**src/design/rvPkg.sv**
```systemverilog
`default_nettype none

package rvPkg;

    localparam int XLEN = 64;                        // register and data width
    localparam int PCW  = 32;                        // pc, instruction and bus address width

    // base opcodes of the supported subset
    localparam logic [6:0] OPC_RTYPE  = 7'b0110011;  // add sub and or
    localparam logic [6:0] OPC_ITYPE  = 7'b0010011;  // addi and friends
    localparam logic [6:0] OPC_LOAD   = 7'b0000011;  // ld
    localparam logic [6:0] OPC_STORE  = 7'b0100011;  // sd
    localparam logic [6:0] OPC_BRANCH = 7'b1100011;  // beq bne blt bge
    localparam logic [6:0] OPC_JAL    = 7'b1101111;
    localparam logic [6:0] OPC_JALR   = 7'b1100111;
    localparam logic [6:0] OPC_AUIPC  = 7'b0010111;

    typedef enum logic [3:0] {
        ALU_ADD,
        ALU_SUB,
        ALU_AND,
        ALU_OR,
        ALU_PASSB                                    // second operand straight through
    } aluOpT;

    typedef enum logic [1:0] {
        CLS_ADDR,                                    // add for load/store/jump addresses
        CLS_BRANCH,                                  // subtract to compare
        CLS_REG,                                     // decode funct3/funct7 of r-type
        CLS_IMM                                      // decode funct3 of i-type
    } aluClassT;

    typedef enum logic [1:0] {
        WB_ALU,
        WB_MEM,
        WB_PC4,                                      // link value of jal/jalr
        WB_PCIMM                                     // auipc
    } wbSelT;

    typedef enum logic [2:0] {
        ST_FETCH,
        ST_DECODE,
        ST_EXECUTE,
        ST_MEMORY,
        ST_WRITEBACK
    } cpuStateT;

endpackage

`default_nettype wire

```
**src/design/controlUnit.sv**
```systemverilog
`default_nettype none

module controlUnit (
    input  logic                   clk,
    input  logic                   reset,
    input  logic [6:0]             opcode,
    input  logic                   ack,
    input  logic [rvPkg::XLEN-1:0] datRd,
    input  logic [rvPkg::PCW-1:0]  pc,
    input  logic [rvPkg::PCW-1:0]  memAddr,
    output logic                   cyc,
    output logic                   stb,
    output logic                   we,
    output logic [rvPkg::PCW-1:0]  adr,
    output logic                   pcLoad,
    output logic                   irLoad,
    output logic                   rfLoad,
    output rvPkg::aluClassT        aluClass,
    output logic                   useOffset,
    output rvPkg::wbSelT           wbSel,
    output logic                   jal,
    output logic                   jalr,
    output logic                   branch,
    output logic [rvPkg::PCW-1:0]  instrWord
);
    import rvPkg::*;

    cpuStateT state, stateNext;
    logic     done;                                  // bus cycle ends this clock
    logic     busNext;                               // next state owns the bus
    logic     isMem, writesRd;

    assign done      = cyc && ack;
    assign jal       = (opcode == OPC_JAL);
    assign jalr      = (opcode == OPC_JALR);
    assign branch    = (opcode == OPC_BRANCH);
    assign isMem     = (opcode == OPC_LOAD) || (opcode == OPC_STORE);
    assign writesRd  = opcode inside {OPC_RTYPE, OPC_ITYPE, OPC_LOAD, OPC_AUIPC};
    assign useOffset = opcode inside {OPC_ITYPE, OPC_LOAD, OPC_STORE, OPC_JALR};

    // selects follow the ir, so they hold through memory wait states
    always_comb begin
        aluClass = CLS_ADDR;
        wbSel    = WB_ALU;
        case (opcode)
            OPC_RTYPE:         aluClass = CLS_REG;
            OPC_ITYPE:         aluClass = CLS_IMM;
            OPC_BRANCH:        aluClass = CLS_BRANCH;
            OPC_LOAD:          wbSel    = WB_MEM;
            OPC_JAL, OPC_JALR: wbSel    = WB_PC4;
            OPC_AUIPC:         wbSel    = WB_PCIMM;
            default:           ;
        endcase
    end

    always_comb begin
        stateNext = state;
        case (state)
            ST_FETCH:   if (done) stateNext = ST_DECODE;
            ST_DECODE:  stateNext = ST_EXECUTE;      // register reads settle
            ST_EXECUTE: begin
                if (isMem) stateNext = ST_MEMORY;
                else if (branch || jal || jalr) stateNext = ST_FETCH;
                else stateNext = ST_WRITEBACK;
            end
            ST_MEMORY:  if (done) stateNext = ST_WRITEBACK;
            default:    stateNext = ST_FETCH;        // writeback and illegal codes
        endcase
    end

    assign busNext = (stateNext == ST_FETCH) || (stateNext == ST_MEMORY);

    always_ff @(posedge clk) begin
        if (reset) begin
            state <= ST_FETCH;
            cyc   <= 1'b0;
            stb   <= 1'b0;
            we    <= 1'b0;
        end else begin
            state <= stateNext;
            cyc   <= busNext;                        // falls the cycle after ack
            stb   <= busNext;
            we    <= (stateNext == ST_MEMORY) && (opcode == OPC_STORE);
        end
    end

    // jumps link and redirect on the same edge, old pc still feeds pc+4
    assign irLoad = (state == ST_FETCH) && done;
    assign pcLoad = ((state == ST_EXECUTE) && (branch || jal || jalr))
                 || (state == ST_WRITEBACK);
    assign rfLoad = ((state == ST_EXECUTE) && (jal || jalr))
                 || ((state == ST_WRITEBACK) && writesRd);

    assign adr       = (state == ST_MEMORY) ? memAddr : {pc[PCW-1:3], 3'b000};
    assign instrWord = pc[2] ? datRd[PCW +: PCW] : datRd[0 +: PCW];  // half holding pc

    stbWithinCyc: assert property (@(posedge clk) disable iff (reset) stb |-> cyc)
        else $error("controlUnit: stb without cyc");

    // address and direction held until the slave answers
    adrHeld: assert property (@(posedge clk) disable iff (reset)
        stb && !ack |=> $stable(adr) && $stable(we))
        else $error("controlUnit: adr/we changed during a stalled cycle");

endmodule

`default_nettype wire

```
**config.mk**
```make
export PLATFORM = sky130hd
export DESIGN_NAME = controlUnit
export DESIGN_NICKNAME = d
export VERILOG_FILES = /design/src/design/rvPkg.sv /design/src/design/controlUnit.sv
export SDC_FILE = /design/constraint.sdc
export NUM_CORES = 1
export LEC_CHECK = 0
export ABC_AREA = 1
export BUFFER_PORTS_ARGS = -buffer_cell sky130_fd_sc_hd__buf_2
export CORE_AREA = 4 4 82 84
export CTS_CLUSTER_SIZE = 30
export DETAILED_ROUTE_END_ITERATION = 10
export DIE_AREA = 0 0 86 88
export SYNTH_ARGS = -nofsm -noshare
export SYNTH_HDL_FRONTEND = slang
export SYNTH_SLANG_ARGS = --single-unit
```
**constraint.sdc**
```tcl
create_clock -name clk -period 1.4 [get_ports clk]
set_clock_uncertainty 0.1 [all_clocks]
set_input_delay 0.28 -clock clk [delete_from_list [all_inputs] [get_ports clk]]
set_output_delay 0.28 -clock clk [all_outputs]
set_load 0.01 [all_outputs]
```
==> out/qor.csv, run 1 <==
stage,metric,value,unit
run_status,status,"finished, violations left",
run_status,failing checks,setup timing,
detailed_routing,routed wire length,6990,um
timing,fin crit share,123,%
layout,final core utilization,50.3,%
layout,fin area,0.00298,mm2
layout,"commonest non-fill, non-tap cell in the layout",buf_2,
timing,final worst path period need,1.72,ns
global_routing,Overflow after GRT,0,
synthesis,Yosys warning total,0,
timing,final number of max-transition violations,0,
synthesis,Main synth FF type,dfxtp_1,
clocking,CTS max path bufs,2,
worst_setup_path,Critical Path Max Stage Delay,0.35,ns
worst_setup_path,Buf/Inv on CP,4,
synthesis,Synth cell types,21,
power,pwr dens,396,mW/mm2
worst_setup_path,CP Max Fanout,25,
layout,synthesis-to-layout area growth,152,%
detailed_routing,DR vias,2234,
power,leakage,1.79,nW
detailed_routing,DRC,0,
worst_setup_path,WP data arrival,1.34,ns
clocking,clock tree root buffer cell,clkbuf_8,
timing,relative slew slack,82.2,%
clocking,CTS Buf Count,3,
worst_setup_path,crit path from,state[1]$_SDFF_PP0_,
clocking,"CTS clk-pin slew, worst paths",0.04,ns
worst_setup_path,CP top delay family,buffers and inverters,
detailed_routing,Via density,4.30,
floorplanning,DIE AREA,0.00757,mm2
placed_design,dpl hpwl,5700,um
global_routing,first-pass GRT wire length,9830,um
clocking,CTS tree,done,
worst_setup_path,Startpoint Class,register,
timing,worst-margin pin slew,0.265,ns
clocking,cts hold-fix bufs,0,
global_routing,Global Route Usage Sum,15.9,%
synthesis,Synth Net Count,346,
worst_setup_path,"Cell Chain, Critical Path",inv_4 > nor3_4 > inv_2 > buf_12 > nand2_1 > nand2_1 > buf_2,
synthesis,syn avg cell area,5.67,um2
hold_path,hold_sp,reset,
synthesis,Synth Instances,208,
placed_design,DP Area,0.00248,mm2
timing,final hold viol count,0,
clocking,worst skew pair latency,0.22,ns
timing,Finish-stage setup viols,37,
worst_setup_path,Critical R2R Launch,state[1]$_SDFF_PP0_,
global_routing,largest net degree at the start of global routing,26,
layout,share of layout cells above drive strength 1,70.1,%
placed_design,PortBufs,213,
detailed_routing,drt first pass iters,4,
worst_setup_path,"Req. time, crit path",1.02,ns
synthesis,"area leader, netlist",nand2_1,
power,VDD IR max,442,uV
floorplanning,Die X,86,um
timing,Final WS setup,-0.319,ns
synthesis,top post-synthesis cells by area,"nand2_1 34%, mux2_2 29%, dfxtp_1 8.5%",
worst_setup_path,CP most frequent cell,nand2_1,
floorplanning,Initial Util,19.9,%
synthesis,post-synth top area share,33.7,%
floorplanning,Die Height,88,um
detailed_routing,antenna-violating nets left,0,
clocking,H-tree depth,1,
timing,RSZ-0062 raised after global routing,true,
worst_setup_path,Setup Crit Path Kind,reg2out,
detailed_routing,violation count after the first detailed-routing iteration,31,
floorplanning,std cell rows,28,
global_routing,vias in the first global route,2149,
detailed_routing,wire per inst,13.4,um
synthesis,sequential area share after synthesis,8.48,%
layout,nets@finish,584,
flow_run,maxcap violations,0,
synthesis,Syn Std Cell Area,0.00118,mm2
clocking,Clock Sinks,5,
worst_setup_path,CP max-delay cell,dfxtp_2,
synthesis,Post-synth EDFFs,0,
timing,Max Clk Rate,582,MHz
worst_setup_path,kind of end point of the critical path,output port,
floorplanning,Core Region,0.00592,mm2
layout,antenna cells,0,
placed_design,routability cong.,0.851,
hold_path,Hold WC Path Type,in2reg,
placed_design,dpl ws,-0.188,ns
floorplanning,IO Pins,216,
global_routing,antenna violations before repair,0,
synthesis,asr flop ratio synth,0,%
synthesis,Seq cells post-synth,5,
layout,most frequent cells in the layout,"193 x buf_2, 97 x nand2_1, 24 x buf_6",
-- layer usage --
layer  global-route usage (%)  up-vias  part of all wire (%)
li1                         -     1128                     -
met1                     15.9      991                    32
met2                     33.3      101                    58
met3                     2.35       14                   7.8
met4                     4.60        0                   2.5
met5                        0        -                     0
-- stage by stage --
| step | instances | hold WS, ns | power [mW] | setup TNS (ns) |
|---|---|---|---|---|
| 2_1_floorplan | 208 | 0.249 | 0.412 | -0.0919 |
| 3_3_place_gp | 508 | 0.381 | 0.761 | -4.23 |
| 3_5_place_dp | 508 | 0.385 | 0.770 | -5.06 |
| 4_1_cts | 518 | 0.145 | 1.12 | -10.25 |
| 5_1_grt | 520 | 0.152 | 1.26 | -13.25 |
| 6_report | 520 | 0.148 | 1.18 | -9.86 |
-- kinds of logic after synthesis --
kind of cell	share of synthesized area (%)
and+or+nand+nor	45.8
muxes	30.5
buffers and inverters	11.3
AOI/OAI and AO/OA	3.82
DFF	8.48
-- synthesized netlist by cell type (2+ instances only) --
cell type and count:
nand4_1 2, nor2_1 12, inv_2 4, nand3_1 6, inv_1 15, buf_2 8
nor3_1 4, mux2_1 2, nand2_1 106, a21oi_1 2, dfxtp_1 5, o21ai_0 4
mux2_2 30
-- layout make-up --
cell class	instances	area, um2
Tap cell	75	93.8
Inverter	19	86.3
Timing Repair Buffer	244	1570
Clock buffer	4	45.0
Multi-Input combinational cell	173	1080
Sequential cell	5	105
Fill cell	591	2940
-- final timing paths --
kind                                             to  slack [ns]  cells after the start
worst max-delay path                        adr[21]       -0.32                      7
worst min-delay path            state[2]$_SDFF_PP0_        0.15                      2
worst max register to register        we$_SDFF_PP0_        0.06                      6
worst min register to register  state[2]$_SDFF_PP0_        0.54                      4
-- what timing repair did --
action | in CTS | in global routing
resized for setup | 39 | 57
cloned | 3 | 0
pin swaps | 8 | 11
setup endpoints to repair | 70 | 51
hold endpoints to repair | 0 | 0
buffers inserted | 3 | 5
-- sequential cells by signal, summed over array words and instances (netlist names) --
name,flops
state,3
we,1
stb,1
-- where the power goes --
group          total, mW  internal, mW  switching, mW
combinational      0.760         0.439          0.320
sequential         0.153         0.148        0.00498
clock              0.266         0.195         0.0706
total               1.18         0.783          0.396
Note: power is estimated with default switching activity, not from simulation.
==> run 2: changes to the inputs <==
==> constraint.sdc (replaced) <==
create_clock -name clk -period 1.72 [get_ports clk]
set_clock_uncertainty 0.1 [all_clocks]
set_input_delay 0.344 -clock clk [delete_from_list [all_inputs] [get_ports clk]]
set_output_delay 0.344 -clock clk [all_outputs]
set_load 0.01 [all_outputs]
==> run 2 against run 1 <==
The flow still finishes with violations (setup timing). Cell count fell by 2.7%. Sequential power decreased by 18%. Routed wire length fell by 6.7%. Via count is 4.4% lower. Largest cell class unchanged. Total power fell by 27%. Die area did not move. Largest power group unchanged. Critical endpoint is now adr[7]. Non-clock buffer count is 14 lower. Count of clock-buffer cells in the layout unchanged. Combinational power is 32% lower. Worst setup slack improved by 0.25 ns. Sequential share of layout area grew 0.32 points.
==> out/qor.csv, run 2 (synthesis gave the netlist of run 1 again) <==
stage,metric,value,unit
timing,fin crit share,104,%
detailed_routing,antenna-violating nets left,0,
worst_setup_path,CP most frequent cell,nand2_1,
detailed_routing,DR vias,2135,
layout,filler cell count,608,
timing,setup TNS,-1.24,ns
flow_run,maxcap violations,0,
hold_path,Hold WC Path Type,in2reg,
global_routing,Global Route Usage Sum,14.7,%
clocking,clock tree root buffer cell,clkbuf_8,
clocking,CTS tree,done,
run_status,status,"finished, violations left",
worst_setup_path,Startpoint Class,register,
power,VDD IR max,367,uV
run_status,failing checks,setup timing,
floorplanning,Core Region,0.00592,mm2
floorplanning,IO Pins,216,
clocking,CTS max path bufs,2,
timing,final number of max-transition violations,0,
timing,final worst path period need,1.79,ns
detailed_routing,Via density,4.22,
power,Overall Power,0.862,mW
detailed_routing,violation count after the first detailed-routing iteration,37,
timing,Final WS setup,-0.0715,ns
detailed_routing,drt first pass iters,4,
global_routing,Overflow after GRT,0,
worst_setup_path,CP Max Fanout,6,
power,pwr dens,319,mW/mm2
power,leakage,1.66,nW
placed_design,DP Area,0.00235,mm2
clocking,Clock Sinks,5,
worst_setup_path,Critical Path Max Stage Delay,0.32,ns
placed_design,routability cong.,0.849,
worst_setup_path,CP max-delay cell,dfxtp_2,
global_routing,antenna violations before repair,0,
clocking,CTS Buf Count,3,
layout,nets@finish,570,
clocking,H-tree depth,1,
worst_setup_path,"Cell Chain, Critical Path",inv_2 > nor3_4 > buf_6 > buf_8 > nand2_1 > nand2_1 > buf_2,
worst_setup_path,"Req. time, crit path",1.28,ns
layout,fin area,0.00270,mm2
clocking,"CTS clk-pin slew, worst paths",0.04,ns
global_routing,first-pass GRT wire length,9140,um
worst_setup_path,CP top delay family,buffers and inverters,
worst_setup_path,Buf/Inv on CP,4,
detailed_routing,wire per inst,12.9,um
layout,largest registers,"state (3), stb (1), we (1)",
timing,worst-margin pin slew,0.224,ns
clocking,worst skew pair latency,0.22,ns
timing,Max Clk Rate,558,MHz
detailed_routing,DRC,0,
global_routing,largest net degree at the start of global routing,33,
worst_setup_path,Setup Crit Path Kind,reg2out,
timing,relative slew slack,84.9,%
floorplanning,Die Height,88,um
layout,Biggest register,state,
timing,Finish-stage setup viols,32,
timing,final hold viol count,0,
worst_setup_path,kind of end point of the critical path,output port,
global_routing,vias in the first global route,1960,
layout,share of layout cells above drive strength 1,69.1,%
worst_setup_path,WP data arrival,1.35,ns
layout,most frequent cells in the layout,"205 x buf_2, 90 x nand2_1, 30 x mux2_2",
layout,antenna cells,0,
layout,"commonest non-fill, non-tap cell in the layout",buf_2,
floorplanning,std cell rows,28,
layout,flip-flop count of the largest register after layout,3,
floorplanning,Die X,86,um
placed_design,PortBufs,213,
detailed_routing,routed wire length,6520,um
floorplanning,DIE AREA,0.00757,mm2
floorplanning,Initial Util,19.9,%
timing,RSZ-0062 raised after global routing,true,
clocking,cts hold-fix bufs,0,
placed_design,dpl hpwl,5500,um
layout,synthesis-to-layout area growth,129,%
run 2: changes by cell type in the layout (fill, tap and decap cells not counted), sizes merged:
| cell | change |
|---|---|
| buf | -14 |
run 2: power by group:
part           total (mW)  switching (mW)  internal [mW]
combinational       0.518           0.230          0.288
clock               0.218          0.0584          0.159
sequential          0.126         0.00369          0.122
run 2: area by class of cell:
class	instances	area, um2	share of cell area (%)
sequential	5	104	3.85
inverter	19	83.8	3.11
tap	75	93.8	3.48
multi-input combinational	173	1040	38.7
clock buffer	4	45.0	1.67
timing repair buffer	230	1330	49.2
run 2: final timing paths:
kind | cells past startpoint | end | slack [ns] | from
max | 7 | adr[7] | -0.07 | state[0]$_SDFF_PP0_
min | 2 | state[2]$_SDFF_PP0_ | 0.21 | reset
max reg2reg | 7 | we$_SDFF_PP0_ | 0.41 | state[0]$_SDFF_PP0_
min reg2reg | 4 | state[2]$_SDFF_PP0_ | 0.53 | stb$_SDFF_PP0_
run 2: what timing repair did:
| item | in CTS | in global routing |
|---|---|---|
| hold endpoints to repair | 0 | 0 |
| cloned | 2 | 0 |
| resized for setup | 23 | 32 |
| setup endpoints to repair | 34 | 37 |
| pin swaps | 13 | 6 |
| buffers inserted | 5 | 4 |
run 2: stage by stage:
stage | worst slack, ns | hold WS, ns | utilization (%) | instances
CTS | -0.0651 | 0.212 | 43.0 | 502
floorplan | 0.174 | 0.313 | - | 208
finish | -0.0715 | 0.206 | 45.6 | 506
detailed placement | -0.0151 | 0.445 | 39.6 | 491
global placement | 0.0166 | 0.444 | 39.6 | 491
global route | -0.154 | 0.214 | 45.6 | 506
run 2: per-layer routing:
metal / GRT usage [%] / wire length (um)
met1: 15.9 / 2280
met2: 30.2 / 3700
met3: 1.98 / 490
met4: 2.59 / 51
met5: 0 / 0
